File: src/dot_macros.svh
// ==========================================================
// Sizes are fixed. The adder tree assumes exactly 4 lanes
// DOT_ADDR_W and DOT_COUNT_W must track DOT_DEPTH by hand
// ==========================================================
`ifndef DOT_MACROS_SVH
`define DOT_MACROS_SVH

// Vector shape
`define DOT_LANES      4
`define DOT_OPERAND_W  16

// Datapath widths, growing one bit per adder level
`define DOT_PRODUCT_W  32
`define DOT_PAIR_W     33
`define DOT_RESULT_W   34

// Result memory
`define DOT_DEPTH      64
`define DOT_ADDR_W     6
// Counters must reach DOT_DEPTH itself
`define DOT_COUNT_W    7

`endif
File: src/dot_pkg.sv
// ==========================================================
// Shared datapath types. Unsigned values only
// ==========================================================
`default_nettype none

`include "dot_macros.svh"

package dot_pkg;

    // Datapath words
    typedef logic [`DOT_OPERAND_W-1:0] operand_t;
    typedef logic [`DOT_PRODUCT_W-1:0] product_t;
    typedef logic [`DOT_RESULT_W-1:0]  result_t;
    typedef logic [`DOT_ADDR_W-1:0]    addr_t;

    // Round state of the result buffer
    typedef enum logic [1:0] {
        BUF_IDLE    = 2'b00,
        BUF_WRITING = 2'b01,
        BUF_FULL    = 2'b10,
        BUF_READING = 2'b11
    } buffer_state_t;

endpackage

`default_nettype wire

File: src/block_reader.sv
// ==========================================================
// Streams the whole memory while drain is high
// mem_val_valid trails read_en by 2 cycles
// ==========================================================
`timescale 1ns/1ps
`default_nettype none

`include "dot_macros.svh"

module block_reader (
    input  logic             clk,
    input  logic             rst_n,
    input  logic             drain,
    output logic             read_en,
    output dot_pkg::addr_t   read_addr,
    output logic             drain_last,
    input  dot_pkg::result_t read_data,
    output logic             mem_val_valid,
    output dot_pkg::result_t mem_val_data
);

    // Matches the memory read register
    logic read_en_q;

    // One read per cycle for the whole drain
    assign read_en    = drain;
    // Last address ends the drain in the buffer
    assign drain_last = drain && (read_addr == `DOT_ADDR_W'(`DOT_DEPTH - 1));

    // Address steps from 0 and is parked at 0 when idle
    always_ff @(posedge clk or negedge rst_n) begin
        if (!rst_n) begin
            read_addr <= '0;
        end else if (drain) begin
            read_addr <= read_addr + 1'b1;
        end else begin
            read_addr <= '0;
        end
    end

    // ==========================================================
    // Output registers
    // ==========================================================
    always_ff @(posedge clk or negedge rst_n) begin
        if (!rst_n) begin
            read_en_q     <= 1'b0;
            mem_val_valid <= 1'b0;
        end else begin
            read_en_q     <= read_en;
            mem_val_valid <= read_en_q;
        end
    end

    // Data lines up with mem_val_valid
    always_ff @(posedge clk) begin
        mem_val_data <= read_data;
    end

endmodule

`default_nettype wire

File: config.mk
export PLATFORM = sky130hd
export DESIGN_NAME = block_reader
export DESIGN_NICKNAME = d
export VERILOG_FILES = /design/src/dot_pkg.sv /design/src/block_reader.sv
export VERILOG_INCLUDE_DIRS = /design/src
export SDC_FILE = /design/constraint.sdc
export NUM_CORES = 1
export LEC_CHECK = 0
export BUFFER_PORTS_ARGS = -buffer_cell sky130_fd_sc_hd__buf_2
export CAP_MARGIN = 20
export CORE_MARGIN = 1
export CORE_UTILIZATION = 37
export DETAILED_ROUTE_END_ITERATION = 10
export PLACE_DENSITY = 0.76
export SLEW_MARGIN = 40
export SYNTH_ARGS = -nofsm -noshare
export SYNTH_HDL_FRONTEND = slang
export SYNTH_SLANG_ARGS = --single-unit
File: constraint.sdc
create_clock -name clk -period 1.7 [get_ports clk]
set_clock_uncertainty 0.05 [all_clocks]
set_input_delay 0.34 -clock clk [delete_from_list [all_inputs] [get_ports clk]]
set_output_delay 0.34 -clock clk [all_outputs]
set_load 0.1 [all_outputs]
==> reports/results.tsv <==
stage	metric	value	unit
outcome	status	finished, final reports clean	
die	ios	80	
synthesis	netlist_area	0.00101	mm2
grt	overflow	0	
routing	via_count	757	
timing	tns	0	ns
critical_path	critPathLaunchType	flip-flop	
synthesis	synth_area_leaders	dfxtp_1, dfrtp_1, and2_1	
placed_design	dp_hpwl	1.59	mm
critical_path	worstSetupPathType	reg -> out	
die	num_rows	18	
timing	rsz0062_at_grt	yes	
grt	grt_usage	16.2	%
die	coreArea	0.00252	mm2
layout	final_cell_mix	buf_2, dfxtp_1, clkbuf_4, buf_4, and2_1	
critical_path	critPathArrivalTime	1.31	ns
timing	max_freq	589	MHz
synthesis	ys_ff_latch	42	
layout	antenna_cells	0	
cts	cts_root_buffer	clkbuf_4	
power	p_leak	0.000840	uW
synthesis	synth.area.mux_share	0	%
grt	grt_pass1_wl	3.05	mm
timing	finalSetupViolCount	0	
synthesis	synth_largest_area_cell	dfxtp_1	
die	die_w	54.2	um
timing	fin_crit_sh	99.9	%
routing	ant_nets	0	
synthesis	synth_top_family_by_area	simple AND/OR/NAND/NOR gates	
routing	wl	2.02	mm
timing	worstMarginPinSlew	0.492	ns
cts	clockBufferDepth	2	
power	ir_drop	0.865	mV
critical_path	cp_max_fo	2	
cts	htreeDepth	2	
placed_design	gp_congestion	0.678	
grt	antenna_found_initial	0	
routing	firstDrtPassIters	4	
critical_path	crit_path_end_kind	primary output	
cts	clkSlewWorstSetupHoldPaths	0.11	ns
placed_design	dp_slack	0.279	ns
die	start_util	40.0	%
critical_path	crit_required	1.31	ns
layout	multiInputGateArea	151	um2
timing	hold_violations	0	
layout	drive_gt1_share	66.0	%
layout	ff_latch_area	896	um2
grt	grt_max_degree	13	
power	power_density	1310	mW/mm2
layout	syn_to_final_growth	59.6	%
synthesis	synth_area_per_cell	16.5	um2
die	dieArea	0.00294	mm2
cts	clock_sinks	42	
synthesis	synthAdderAreaFrac	1.24	%
critical_path	cpPeakStageDelay	0.44	ns
synthesis	syn_nets	99	
routing	wl_per_cell	11.2	um
layout	finalNetCount	188	
hold_path	hp-class	in -> reg	
placed_design	numPortBuffers	79	
flow_run	max_cap_violations	0	
synthesis	synth_top_area_share	67.5	%
layout	final_common_cell	buf_2	
timing	relSlewSlack	67.4	%
synthesis	synth_cell_type_count	15	
synthesis	yosysWarnings	0	
grt	grt_pass1_vias	752	
critical_path	cp_slowest_cell	dfrtp_4	
timing	drv_slew	0	
synthesis	synthCells	61	
routing	drtIter0Drc	5	
cts	cts_buffers	5	
routing	remaining_drc_errors	0	
critical_path	crit_chain	ha_4, nand2_4, nor3_4, buf_12	
cts	cts_tree	built	
synthesis	synth_compound_gate_area_share	0.496	%
routing	viasPerCell	4.21	
synthesis	ys_seq_area_share	87.3	%
synthesis	synthSimpleGateAreaFrac	7.57	%
synthesis	synth_xor_area_share	2.61	%
layout	fillers	217	
timing	setup_slack	0.00167	ns
die	die_h	54.2	um
timing	fin_crit	1.70	ns
cts	clkLatencyLatePin	0.32	ns
synthesized netlist by cell type, drive strengths merged:
library cell   n
dfxtp         34
dfrtp          8
and2           4
nand2          3
nand3          2
xnor2          2
buf            1
ha             1
nor2           1
nor2b          1
nor3           1
o21ai          1
or4b           1
xor2           1
critical path, delay by kind of cell (launching register included):
family | cells | cell delay, ns
and+or+nand+nor | 2 | 0.19
adders and majority gates | 1 | 0.15
DFF | 1 | 0.44
buffers and inverters | 1 | 0.20
per-layer routing:
metal | GRT usage, % | wire, um | vias up
li1 | - | - | 369
met1 | 13.2 | 677 | 333
met2 | 28.7 | 1100 | 53
met3 | 9.89 | 222 | 2
met4 | 10.3 | 22 | 0
met5 | 0 | 0 | -
cells by family (layout without fill, tap and decap cells):
family	Yosys count	in the layout
DFF	42	42
and+or+nand+nor	13	13
xor gates and xnor gates	3	3
adders and majority gates	1	1
AOI/OAI and AO/OA	1	1
buffers and inverters	1	90
cell type report:
type                            count  share of cell area, %
Clock buffer                        7                   4.74
Multi-Input combinational cell     18                   9.41
Sequential cell                    42                   55.7
Tap cell                           30                   2.33
Timing Repair Buffer               83                   27.8
registers in the layout, summed over array words and instances (netlist names):
register       flops
mem_val_data      34
mem_val_valid      1
read_en_q          1
read_addr          6
metrics by stage:
step	cell area, um2	hold WS [ns]	std cells	power (uW)	util [%]
after floorplan	1050	-0.00559	61	1470	-
after global placement	1500	0.135	169	1560	59.3
after detailed placement	1500	0.137	169	1570	59.3
final	1610	0.0560	180	2110	63.8
after global routing	1610	0.0138	180	2200	63.8
after CTS	1610	0.0276	180	2150	63.8
path summary, 6_finish.rpt:
check	startpoint	end	slack, ns	cells past startpoint
worst min register to register	read_en_q	mem_val_valid	0.33	0
worst max-delay path	read_addr[0]	drain_last	0.002	4
worst max register to register	read_addr[0]	read_addr[5]	0.29	4
min in group asynchronous	rst_n	read_addr[0]	0.33	2
max in group asynchronous	rst_n	read_addr[5]	1.09	2
worst min-delay path	read_data[4]	mem_val_data[4]	0.06	1
where the power goes:
part	total [uW]	switching, uW	leakage (uW)	internal [uW]
logic	498	417	0.000416	80.7
registers	1060	17.8	0.000382	1040
clock network	559	275	0.0000425	284
what timing repair did:
item / CTS / global route
setup endpoints to repair: 1 / 1
buffers inserted: 3 / 0
gates resized for setup: 2 / 0
pin swaps: 2 / 0
hold buffers: 1 / 0
cloned: 0 / 0
endpoints found under the hold margin: 8 / 0
Note: power is estimated with default switching activity, not from simulation.
