===== config.mk =====
export PLATFORM = sky130hd
export DESIGN_NAME = result_buffer
export DESIGN_NICKNAME = d
export VERILOG_FILES = /design/src/dot_pkg.sv /design/src/result_buffer.sv
export VERILOG_INCLUDE_DIRS = /design/src
export SDC_FILE = /design/constraint.sdc
export NUM_CORES = 2
export LEC_CHECK = 0
export BUFFER_PORTS_ARGS = -buffer_cell sky130_fd_sc_hd__buf_2
export CORE_UTILIZATION = 40
export CTS_CLUSTER_DIAMETER = 120
export CTS_CLUSTER_SIZE = 28
export DETAILED_ROUTE_END_ITERATION = 16
export SLEW_MARGIN = 5
export SYNTH_ARGS = -nofsm -noshare
export SYNTH_HDL_FRONTEND = slang
export SYNTH_SLANG_ARGS = --single-unit

===== constraint.sdc =====
create_clock -name clk -period 11.92 [get_ports clk]
set_input_delay 2.98 -clock clk [delete_from_list [all_inputs] [get_ports clk]]
set_output_delay 2.98 -clock clk [all_outputs]
set_load 0.01 [all_outputs]

===== src/dot_macros.svh =====
// ==========================================================
// Sizes are fixed. The adder tree assumes exactly 4 lanes
// DOT_ADDR_W and DOT_COUNT_W must track DOT_DEPTH by hand
// ==========================================================
`ifndef DOT_MACROS_SVH
`define DOT_MACROS_SVH

// Vector shape
`define DOT_LANES      4
`define DOT_OPERAND_W  16

// Datapath widths, growing one bit per adder level
`define DOT_PRODUCT_W  32
`define DOT_PAIR_W     33
`define DOT_RESULT_W   34

// Result memory
`define DOT_DEPTH      64
`define DOT_ADDR_W     6
// Counters must reach DOT_DEPTH itself
`define DOT_COUNT_W    7

`endif

===== src/dot_pkg.sv =====
// ==========================================================
// Shared datapath types. Unsigned values only
// ==========================================================
`default_nettype none

`include "dot_macros.svh"

package dot_pkg;

    // Datapath words
    typedef logic [`DOT_OPERAND_W-1:0] operand_t;
    typedef logic [`DOT_PRODUCT_W-1:0] product_t;
    typedef logic [`DOT_RESULT_W-1:0]  result_t;
    typedef logic [`DOT_ADDR_W-1:0]    addr_t;

    // Round state of the result buffer
    typedef enum logic [1:0] {
        BUF_IDLE    = 2'b00,
        BUF_WRITING = 2'b01,
        BUF_FULL    = 2'b10,
        BUF_READING = 2'b11
    } buffer_state_t;

endpackage

`default_nettype wire


===== src/result_buffer.sv =====
// ==========================================================
// Accepts at most 64 operations per round. Extra mac_en is dropped
// Results arriving outside the writing state are discarded
// ==========================================================
`timescale 1ns/1ps
`default_nettype none

`include "dot_macros.svh"

module result_buffer (
    input  logic             clk,
    input  logic             rst_n,
    input  logic             mac_en,
    output logic             mac_rdy,
    output logic             issue,
    input  logic             result_valid,
    input  dot_pkg::result_t result_data,
    output logic             block_read_rdy,
    input  logic             block_read_en,
    output logic             drain,
    input  logic             read_en,
    input  dot_pkg::addr_t   read_addr,
    output dot_pkg::result_t read_data,
    input  logic             drain_last
);

    dot_pkg::buffer_state_t  state;
    dot_pkg::buffer_state_t  state_nxt;
    logic [`DOT_COUNT_W-1:0] accept_count;
    logic [`DOT_COUNT_W-1:0] write_count;
    logic                    wr_en;
    logic                    last_write;

    dot_pkg::result_t mem [`DOT_DEPTH];

    // ==========================================================
    // Acceptance and status
    // ==========================================================
    // Ready until the round has taken its full quota
    assign mac_rdy = ((state == dot_pkg::BUF_IDLE) || (state == dot_pkg::BUF_WRITING))
                     && (accept_count < `DOT_COUNT_W'(`DOT_DEPTH));
    assign issue   = mac_en && mac_rdy;

    assign wr_en      = result_valid && (state == dot_pkg::BUF_WRITING);
    assign last_write = wr_en && (write_count == `DOT_COUNT_W'(`DOT_DEPTH - 1));

    assign block_read_rdy = (state == dot_pkg::BUF_FULL);
    assign drain          = (state == dot_pkg::BUF_READING);

    // ==========================================================
    // Round FSM
    // ==========================================================
    always_comb begin
        state_nxt = state;
        case (state)
            dot_pkg::BUF_IDLE: begin
                if (issue) begin
                    state_nxt = dot_pkg::BUF_WRITING;
                end
            end
            dot_pkg::BUF_WRITING: begin
                if (last_write) begin
                    state_nxt = dot_pkg::BUF_FULL;
                end
            end
            dot_pkg::BUF_FULL: begin
                if (block_read_en) begin
                    state_nxt = dot_pkg::BUF_READING;
                end
            end
            dot_pkg::BUF_READING: begin
                if (drain_last) begin
                    state_nxt = dot_pkg::BUF_IDLE;
                end
            end
            default: state_nxt = dot_pkg::BUF_IDLE;
        endcase
    end

    always_ff @(posedge clk or negedge rst_n) begin
        if (!rst_n) begin
            state        <= dot_pkg::BUF_IDLE;
            accept_count <= '0;
            write_count  <= '0;
        end else begin
            state <= state_nxt;
            // End of drain opens a fresh round
            if (drain_last) begin
                accept_count <= '0;
                write_count  <= '0;
            end else begin
                if (issue) begin
                    accept_count <= accept_count + 1'b1;
                end
                if (wr_en) begin
                    write_count <= write_count + 1'b1;
                end
            end
        end
    end

    // ==========================================================
    // Result memory
    // ==========================================================
    // Writes go in arrival order, which is issue order
    always_ff @(posedge clk) begin
        if (wr_en) begin
            mem[write_count[`DOT_ADDR_W-1:0]] <= result_data;
        end
        // Registered read, data one cycle after read_en
        if (read_en) begin
            read_data <= mem[read_addr];
        end
    end

endmodule

`default_nettype wire


==> impl_metrics.env <==
export IMPL_track_usage=0.2013
export IMPL_max_slew_margin=0.1698
export IMPL_cts_made_buffers=90
export IMPL_period_minus_slack_ps=6689
export IMPL_cp_required_ps=8940
export IMPL_wire_per_inst_um=33.53
export IMPL_max_vdd_ir_drop_mv=0.1027
export IMPL_synth_main_ff_cell="edfxtp_1"
export IMPL_groute_layer_met3_usage=0.04104
export IMPL_grt_pass1_wl_mm=302.2
export IMPL_r2r_start="state[1]$_DFFE_PN0P_"
export IMPL_io_buffers=84
export IMPL_syn_nets=3583
export IMPL_syn_avg_cell_area_um2=24.10
export IMPL_fin_cells=6479
export IMPL_synth_seq_cells=2226
export IMPL_grt_overflow_total=0
export IMPL_dp_cells=6355
export IMPL_viasPerCell=5.885
export IMPL_grt_busiest_layer="met2"
export IMPL_drtIter0Drc=5199
export IMPL_insertion_delay_ps=770
export IMPL_ys_async_sr_fraction=0.007188
export IMPL_hpwlAfterDp_mm=115.3
export IMPL_critPathLaunchType="input port"
export IMPL_vias=38129
export IMPL_worst_pin_slew_ps=1245
export IMPL_ios=85
export IMPL_powerDensity_nw_per_um2=143.2
export IMPL_fmax_mhz=149.5
export IMPL_antenna_found_initial=21
export IMPL_cts_tree="done"
export IMPL_worstPathArrival_ps=3710
export IMPL_status="finished clean"
export IMPL_rsz0062_at_grt="false"
export IMPL_grt_max_degree=129
export IMPL_grt_pass1_vias=38195
export IMPL_synth_enable_flop_cells=2210
export IMPL_cp_max_fo=8
export IMPL_holdCritPathClass="reg -> reg"
export IMPL_core_region_area_um2=210400
export IMPL_clkTransAtPathRegs_ps=110
export IMPL_cts_hold_buffers=0
export IMPL_synth_seq_area_share=0.7851
export IMPL_cts_path_max_buffers=3
export IMPL_p_leak_nw=27.75
export IMPL_yosys_cell_types_count=45
export IMPL_drive_gt1_frac=0.2702
export IMPL_startpoint="mac_en"
export IMPL_gr_usage_met2=0.3230
export IMPL_start_util=0.4041
export IMPL_dr_pass1_iters=5
export IMPL_synth_cells=3529
export IMPL_setup_viol=0
export IMPL_drv_slew=0
export IMPL_hold_viol=0
export IMPL_cts_htree_levels=3
export IMPL_worst_setup_path_end_kind="output pin"
export IMPL_crit_type="in -> out"
export IMPL_cts_sinks=2226
export IMPL_routed_wl_mm=217.3
export IMPL_drc_errors=0
export IMPL_worstHoldStart="write_count[6]$_DFFE_PN0P_"
export IMPL_nets=3696
export IMPL_tns_ps=0
export IMPL_p_total_mw=13.17
export IMPL_maxCapViolCount=0
export IMPL_cts_root_buf="clkbuf_16"
export IMPL_finClkSkew_ps=56.75
export IMPL_dieArea_um2=214400
export IMPL_die_h_um=463.1
export IMPL_syn_area_um2=85040
export IMPL_ant_nets=0
export IMPL_yosysWarnings=0
export IMPL_use_met1=0.2819
export IMPL_dieWidth_um=463.1
export IMPL_place_gp_congestion=0.7723
export IMPL_syn_to_final_growth_pct=8.146
export IMPL_cts_resized=0
export IMPL_cts_setup_buffers=0
export IMPL_finalCritPeriodShare=0.5611
export IMPL_num_rows=168
==> cells by family (layout without fill, tap and decap cells) <==
kind of cell / after synthesis / after routing / synth area share
AO/OA/AOI/OAI: 129 / 129 / 0.01089
XOR/XNOR: 9 / 9 / 0.0009270
adder cells (fa/ha/maj): 7 / 7 / 0.001030
buffers and inverters: 195 / 338 / 0.01260
flip-flops: 2226 / 2226 / 0.7851
multiplexers: 757 / 757 / 0.1786
other: 0 / 2 / 0
AND/OR/NAND/NOR: 206 / 206 / 0.01081
==> cell type report <==
| type | instances | area, um^2 |
|---|---|---|
| inverters | 7 | 26.28 |
| clock buffers | 114 | 2385 |
| well taps | 2805 | 3510 |
| multi-input cells | 1108 | 17680 |
| diodes | 2 | 5.005 |
| clock inverters | 8 | 110.1 |
| fillers | 17498 | 118500 |
| flip-flops and latches | 2226 | 66760 |
| repair buffers | 209 | 1483 |
==> cell usage after synthesis, types with 7 or more instances <==
library cell     n  area (um^2)
a21oi_1         27        135.1
a221oi_1        21        183.9
a22oi_1         11        82.58
and2_1           8        50.05
buf_1           11        41.29
buf_2           55        275.3
buf_4           33        247.7
buf_6           18        202.7
clkbuf_1        70        262.8
dfrtp_1         16        400.4
edfxtp_1      2210        66360
ha_1             7        87.58
inv_1            7        26.28
mux2i_1        146         1461
mux4_2         608        13690
nand2_1         37        138.9
nor2_1         109        409.1
nor2b_1         15        93.84
o221ai_1        10        87.58
o22ai_1         28        175.2
xor2_1           7        61.31
==> worst paths after layout <==
kind / end / slack (ps) / cells after the start
hold reg to reg: write_count[6]$_DFFE_PN0P_ / 560 / 2
setup / recovery: issue / 5230 / 3
min in group asynchronous: write_count[6]$_DFFE_PN0P_ / 2160 / 1
setup reg to reg: mem[11][32]$_DFFE_PP_ / 8080 / 7
max in group asynchronous: write_count[3]$_DFFE_PN0P_ / 9390 / 1
hold / removal: write_count[6]$_DFFE_PN0P_ / 560 / 2
==> layout by cell type, fill, tap and decap left out, drive strengths merged, types with 15 or more instances in the layout <==
cell type,instances
clkbuf,114
a21oi,27
edfxtp,2210
o22ai,28
nand2,37
dfrtp,16
buf,209
nor2b,15
mux4,608
a221oi,21
mux2i,146
nor2,109
==> flip-flops by register name (all words and copies together) (netlist names) <==
signal,cells
accept_count,7
write_count,7
state,2
mem,2176
read_data,34
==> where the power goes <==
group	switching [mW]	internal, mW	total (mW)
registers	0.0305	8.63	8.66
logic	0.485	0.282	0.767
clock network	2.30	1.44	3.74
total	2.82	10.4	13.2
==> metrics by stage <==
stage	hold slack (ps)	area, um^2	setup slack [ps]	util
after global placement	525.9	89460	4907	0.4252
final	559.0	91960	5231	0.4371
after detailed placement	541.8	89460	4886	0.4252
after floorplan	504.2	85040	5511	-
after global routing	598.2	91960	5164	0.4370
after CTS	558.0	91960	5217	0.4370
==> critical path, stage by stage <==
cell,delay (ps)
buf_2,80
nor3b_2,430
buf_2,230
==> layer usage <==
layer / part of all wire / vias to the layer above
met5: 0.00038 / -
met4: 0.026 / 12
met3: 0.085 / 213
met2: 0.48 / 1588
met1: 0.41 / 21094
li1: - / 15222
Power figures use the tool's default switching activity.
