<file path="config.mk">
export PLATFORM = sky130hd
export DESIGN_NAME = dot_product_pipe
export DESIGN_NICKNAME = d
export VERILOG_FILES = /design/src/dot_pkg.sv /design/src/dot_product_pipe.sv /design/src/lane_multiplier.sv
export VERILOG_INCLUDE_DIRS = /design/src
export SDC_FILE = /design/constraint.sdc
export NUM_CORES = 2
export LEC_CHECK = 0
export BUFFER_PORTS_ARGS = -buffer_cell sky130_fd_sc_hd__buf_2
export CORE_MARGIN = 3
export CORE_UTILIZATION = 40
export CTS_CLUSTER_DIAMETER = 100
export DETAILED_ROUTE_END_ITERATION = 7
export MAX_ROUTING_LAYER = met4
export PLACE_DENSITY = 0.54
export SETUP_SLACK_MARGIN = 0.2
export SLEW_MARGIN = 20
export SYNTH_ARGS = -nofsm -noshare
export SYNTH_HDL_FRONTEND = slang
export SYNTH_SLANG_ARGS = --single-unit
export TNS_END_PERCENT = 50
</file>
<file path="constraint.sdc">
create_clock -name clk -period 12.24 [get_ports clk]
set_input_delay 0 -clock clk [delete_from_list [all_inputs] [get_ports clk]]
set_output_delay 0 -clock clk [all_outputs]
set_load 0.03 [all_outputs]
</file>
<file path="src/dot_macros.svh">
// ==========================================================
// Sizes are fixed. The adder tree assumes exactly 4 lanes
// DOT_ADDR_W and DOT_COUNT_W must track DOT_DEPTH by hand
// ==========================================================
`ifndef DOT_MACROS_SVH
`define DOT_MACROS_SVH

// Vector shape
`define DOT_LANES      4
`define DOT_OPERAND_W  16

// Datapath widths, growing one bit per adder level
`define DOT_PRODUCT_W  32
`define DOT_PAIR_W     33
`define DOT_RESULT_W   34

// Result memory
`define DOT_DEPTH      64
`define DOT_ADDR_W     6
// Counters must reach DOT_DEPTH itself
`define DOT_COUNT_W    7

`endif
</file>
<file path="src/dot_pkg.sv">
// ==========================================================
// Shared datapath types. Unsigned values only
// ==========================================================
`default_nettype none

`include "dot_macros.svh"

package dot_pkg;

    // Datapath words
    typedef logic [`DOT_OPERAND_W-1:0] operand_t;
    typedef logic [`DOT_PRODUCT_W-1:0] product_t;
    typedef logic [`DOT_RESULT_W-1:0]  result_t;
    typedef logic [`DOT_ADDR_W-1:0]    addr_t;

    // Round state of the result buffer
    typedef enum logic [1:0] {
        BUF_IDLE    = 2'b00,
        BUF_WRITING = 2'b01,
        BUF_FULL    = 2'b10,
        BUF_READING = 2'b11
    } buffer_state_t;

endpackage

`default_nettype wire

</file>
<file path="src/dot_product_pipe.sv">
// ==========================================================
// Issue to result_valid is 9 cycles. One operation per cycle
// No back-pressure. Every issued operation yields a result
// ==========================================================
`timescale 1ns/1ps
`default_nettype none

`include "dot_macros.svh"

module dot_product_pipe (
    input  logic              clk,
    input  logic              rst_n,
    input  logic              issue,
    input  dot_pkg::operand_t a0,
    input  dot_pkg::operand_t a1,
    input  dot_pkg::operand_t a2,
    input  dot_pkg::operand_t a3,
    input  dot_pkg::operand_t b0,
    input  dot_pkg::operand_t b1,
    input  dot_pkg::operand_t b2,
    input  dot_pkg::operand_t b3,
    output logic              result_valid,
    output dot_pkg::result_t  result_data
);

    // ==========================================================
    // Input register and lane multipliers
    // ==========================================================
    dot_pkg::operand_t a_q [`DOT_LANES];
    dot_pkg::operand_t b_q [`DOT_LANES];
    logic              in_valid;

    logic [`DOT_LANES-1:0] lane_valid;
    dot_pkg::product_t     lane_prod [`DOT_LANES];

    // Operands held until the next issue
    always_ff @(posedge clk) begin
        if (issue) begin
            a_q[0] <= a0;
            a_q[1] <= a1;
            a_q[2] <= a2;
            a_q[3] <= a3;
            b_q[0] <= b0;
            b_q[1] <= b1;
            b_q[2] <= b2;
            b_q[3] <= b3;
        end
    end

    for (genvar i = 0; i < `DOT_LANES; i++) begin : g_lane
        lane_multiplier u_mult (
            .clk        (clk),
            .rst_n      (rst_n),
            .valid      (in_valid),
            .a          (a_q[i]),
            .b          (b_q[i]),
            .prod_valid (lane_valid[i]),
            .prod       (lane_prod[i])
        );
    end

    // ==========================================================
    // Adder tree
    // ==========================================================
    dot_pkg::product_t       cap_prod  [`DOT_LANES];
    dot_pkg::product_t       pipe_prod [`DOT_LANES];
    logic [`DOT_PAIR_W-1:0]  sum01;
    logic [`DOT_PAIR_W-1:0]  sum23;
    logic [`DOT_PAIR_W-1:0]  sum01_q;
    logic [`DOT_PAIR_W-1:0]  sum23_q;
    dot_pkg::result_t        total;
    logic                    cap_valid;
    logic                    pipe_valid;
    logic                    sum_valid;
    logic                    sum_q_valid;
    logic                    total_valid;

    // One valid bit per stage
    always_ff @(posedge clk or negedge rst_n) begin
        if (!rst_n) begin
            in_valid     <= 1'b0;
            cap_valid    <= 1'b0;
            pipe_valid   <= 1'b0;
            sum_valid    <= 1'b0;
            sum_q_valid  <= 1'b0;
            total_valid  <= 1'b0;
            result_valid <= 1'b0;
        end else begin
            in_valid     <= issue;
            // All lanes run in lockstep so lane 0 speaks for them
            cap_valid    <= lane_valid[0];
            pipe_valid   <= cap_valid;
            sum_valid    <= pipe_valid;
            sum_q_valid  <= sum_valid;
            total_valid  <= sum_q_valid;
            result_valid <= total_valid;
        end
    end

    always_ff @(posedge clk) begin
        // Capture only on a finished product
        if (lane_valid[0]) begin
            cap_prod <= lane_prod;
        end
        pipe_prod <= cap_prod;
        // Pairwise sums with one carry bit
        sum01     <= {1'b0, pipe_prod[0]} + {1'b0, pipe_prod[1]};
        sum23     <= {1'b0, pipe_prod[2]} + {1'b0, pipe_prod[3]};
        sum01_q   <= sum01;
        sum23_q   <= sum23;
        // Final carry bit lands in bit 33
        total       <= {1'b0, sum01_q} + {1'b0, sum23_q};
        result_data <= total;
    end

endmodule

`default_nettype wire

</file>
<file path="src/lane_multiplier.sv">
// ==========================================================
// Unsigned 16x16 multiply with a fixed 2-cycle latency
// ==========================================================
`timescale 1ns/1ps
`default_nettype none

module lane_multiplier (
    input  logic              clk,
    input  logic              rst_n,
    input  logic              valid,
    input  dot_pkg::operand_t a,
    input  dot_pkg::operand_t b,
    output logic              prod_valid,
    output dot_pkg::product_t prod
);

    // First stage holds the raw product
    dot_pkg::product_t raw_prod;
    logic              raw_valid;

    // Valid flags for both stages
    always_ff @(posedge clk or negedge rst_n) begin
        if (!rst_n) begin
            raw_valid  <= 1'b0;
            prod_valid <= 1'b0;
        end else begin
            raw_valid  <= valid;
            prod_valid <= raw_valid;
        end
    end

    // Payload stages run every cycle
    always_ff @(posedge clk) begin
        // Operands widened so the full 32-bit product is kept
        raw_prod <= dot_pkg::product_t'(a) * dot_pkg::product_t'(b);
        // Second stage leaves room for retiming the multiplier
        prod     <= raw_prod;
    end

endmodule

`default_nettype wire

</file>
==> flow_metrics.env <==
export IMPL_htreeDepth=3
export IMPL_ys_flop_type="dfxtp_1"
export IMPL_totalWireLength_um=139000
export IMPL_number_of_nets_in_the_final_layout=7340
export IMPL_via_per_inst=4.90
export IMPL_dr_pass1_iters=5
export IMPL_core_area_sq_um=146000
export IMPL_number_of_primary_i_o_pins=166
export IMPL_gpl_final_weighted_congestion=0.884
export IMPL_placement_io_buffers=165
export IMPL_critical_path_top_cell_by_count="fa_1"
export IMPL_ant_nets=0
export IMPL_synth_most_common_cell="inv_1"
export IMPL_route_detailed_wl_per_inst_um=17.5
export IMPL_maxSlewHeadroom_pct=40.3
export IMPL_detailedRoute_firstIterationViolations=2142
export IMPL_synth_async_sr_flop_share_pct=1.06
export IMPL_cts_root_buffer_cell="clkbuf_16"
export IMPL_antenna_found_initial=7
export IMPL_floorplan_die_area_sq_um=152000
export IMPL_grt_pass1_wl_um=227000
export IMPL_clk_latency_ns=0.69
export IMPL_dp_final_hpwl_um=107000
export IMPL_via_count_of_the_first_global_routing_pass=41700
export IMPL_unrepaired_setup_endpoints_after_global_routing="false"
export IMPL_yosys_area_top_type="fa_1"
export IMPL_worstSetupEndpointType="flip-flop"
export IMPL_maximum_fanout_count_along_the_critical_path=16
export IMPL_share_of_yosys_cell_area_claimed_by_the_top_area_cell_type_pct=26.4
export IMPL_synth_area_sq_um=59000
export IMPL_detailed_place_area_sq_um=61600
export IMPL_floorplan_rows=140
export IMPL_syn_num_nets=7009
export IMPL_drive_gt1_share_pct=5.87
export IMPL_dieHeight_um=390
export IMPL_tritoncts="built"
export IMPL_ctsResizeCount=0
export IMPL_synth_edf_count=256
export IMPL_worstHoldPathType="in2reg"
export IMPL_final_setup_skew_ns=0.0304
export IMPL_footprint_of_the_multi_input_gates_sq_um=35200
export IMPL_fillerInstances=13800
export IMPL_start_util_pct=40.4
export IMPL_timing_critical_path_slowest_cell_delay_ns=0.77
export IMPL_report_final_setup_viol=0
export IMPL_max_cap_violations=0
export IMPL_grt_max_degree=76
export IMPL_cts_buffers_inserted=93
export IMPL_postSynthAreaPerCell_sq_um=10.6
export IMPL_sequential_cell_area_sq_um=19600
export IMPL_status="finished, final reports clean"
export IMPL_report_final_slew_viol_count=0
export IMPL_synth_ff_latch_count=849
export IMPL_timing_worst_slew_pin_value_ns=0.896
export IMPL_cts_buffer_depth=3
export IMPL_grt_remaining_overflow=0
export IMPL_period_needed_ns=6.36
export IMPL_layout_core_utilization_pct=46.1
export IMPL_fin_setup_tns_ns=0
export IMPL_reg2reg_slack_ns=5.88
export IMPL_cp_data_required_time_ns=12.81
export IMPL_syn_instance_count=5586
export IMPL_final_cell_area_sq_um=67300
export IMPL_sequential_fraction_of_the_synthesis_area_pct=33.2
export IMPL_timing_critical_path_cells="nand2_1 > fa_1 > fa_1 > fa_1 > fa_1 > inv_1 > fa_1 > inv_1 > fa_1 > inv_1 > ha_1 > and3_1 > o21a_1 > a22oi_2 > o211ai_1 > a311o_1 > a2111oi_1 > nor2_1"
export IMPL_max_freq_mhz=157
export IMPL_synth_yosys_warnings=0
export IMPL_timing_final_crit_share_pct=51.9
export IMPL_post_synth_num_cell_types=83
export IMPL_cpMaxStageDelayCell="edfxtp_1"
export IMPL_number_of_hold_slack_violations_in_the_final_timing_report=0
export IMPL_cts_sinks=849
export IMPL_critPathKind="reg2reg"
export IMPL_via_count=38800
export IMPL_timing_critical_path_arrival_ns=6.93
export IMPL_drt_drc_violations_left=0
export IMPL_area_growth_synth_to_finish_pct=14.0
export IMPL_timing_critical_path_from_type="flip-flop"
export IMPL_path_clk_slew_ns=0.07
export IMPL_synth_cell_count_leaders="926 x inv_1, 779 x fa_1, 689 x nand2_1, 584 x dfxtp_1, 513 x ha_1"
export IMPL_total_grt_usage_pct=19.4
export IMPL_synthTopCellsByArea="fa_1 26%, dfxtp_1 20%, edfxtp_1 13%, ha_1 11%, inv_1 5.9%"
export IMPL_die_width_um=390
## through the flow
step	hold WS (ns)	worst slack [ns]	instances
floorplan	-0.296	6.47	5586
global placement	-0.149	6.03	7488
detailed placement	-0.141	5.94	7488
CTS	0.00193	5.91	7913
global route	0.0227	5.54	7916
finish	0.0590	5.88	7917
## worst paths after layout
path / to / startpoint / cells past startpoint
max in group asynchronous: g_lane[0].u_mult.prod_valid / rst_n / 3
min in group asynchronous: sum_valid / rst_n / 3
max reg2reg: g_lane[1].u_mult.raw_prod[31] / b_q[1][1] / 18
min reg2reg: sum23_q[28] / sum23[28] / 0
min: b_q[1][1] / b1[1] / 2
max: g_lane[1].u_mult.raw_prod[31] / b_q[1][1] / 18
## registers in the layout, indices dropped and copies added, names as in the netlist, 33 cells and up
register	flops
cap_prod	128
g_lane.u_mult.prod	128
g_lane.u_mult.raw_prod	128
pipe_prod	128
a_q	64
b_q	64
result_data	34
total	34
sum01	33
sum01_q	33
sum23	33
sum23_q	33
## logic make-up (layout without fill, tap and decap cells)
kind of cell / after synthesis / in the layout / share of synthesized area [%]
buffers and inverters: 1110 / 1520 / 7.12
muxes: 2 / 2 / 0.0360
DFF: 849 / 849 / 33.2
adders and majority gates: 1292 / 1292 / 37.3
other: 0 / 4 / 0
and+or+nand+nor: 1479 / 1479 / 12.2
AOI/OAI and AO/OA: 662 / 662 / 7.31
xor gates and xnor gates: 192 / 192 / 2.85
## cell type report
class	count	share of cell area (%)
Clock buffer	124	3.87
Multi-Input combinational cell	3627	52.3
Sequential cell	849	29.1
Antenna cell	4	0.0149
Clock inverter	50	0.880
Tap cell	1917	3.57
Inverter	926	5.17
Timing Repair Buffer	420	5.02
## worst max-delay path, delay by kind of cell (launching register included)
family                   cells  cell delay (ns)
AND/OR/NAND/NOR              3             0.48
AO/OA/AOI/OAI                5             1.40
buffers and inverters        3             0.14
flip-flops                   1             0.77
adder cells (fa/ha/maj)      7             3.45
## what timing repair did
item,CTS,global route
hold endpoints to repair,211,0
setup buffers,0,0
hold buffers,251,0
## metal layers
layer	part of all wire (%)	wire, um	global-route usage (%)	up-vias
met2	49	68400	32.5	754
li1	-	-	-	18400
met5	0	0	-	-
met4	2.4	3340	5.27	0
met3	4.2	5800	2.72	194
met1	44	61100	24.7	19400
## layout by cell type, fill, tap and decap left out, drive strengths merged, types with 56 or more instances in the layout
cell / Yosys / routed
nor2: 112 / 112
fa: 779 / 779
ha: 513 / 513
edfxtp: 256 / 256
buf: 18 / 169
dfxtp: 584 / 584
dlygate4sd3: 0 / 251
xnor2: 127 / 127
nand3: 56 / 56
inv: 926 / 939
a21o: 86 / 86
clkbuf: 166 / 124
and2: 462 / 462
nand2: 690 / 690
o21ai: 135 / 135
a21oi: 212 / 212
xor2: 65 / 65
Power is left out: the tool's default activity adds up to more than one toggle a clock period on the data nets, which glitch-free logic cannot reach.
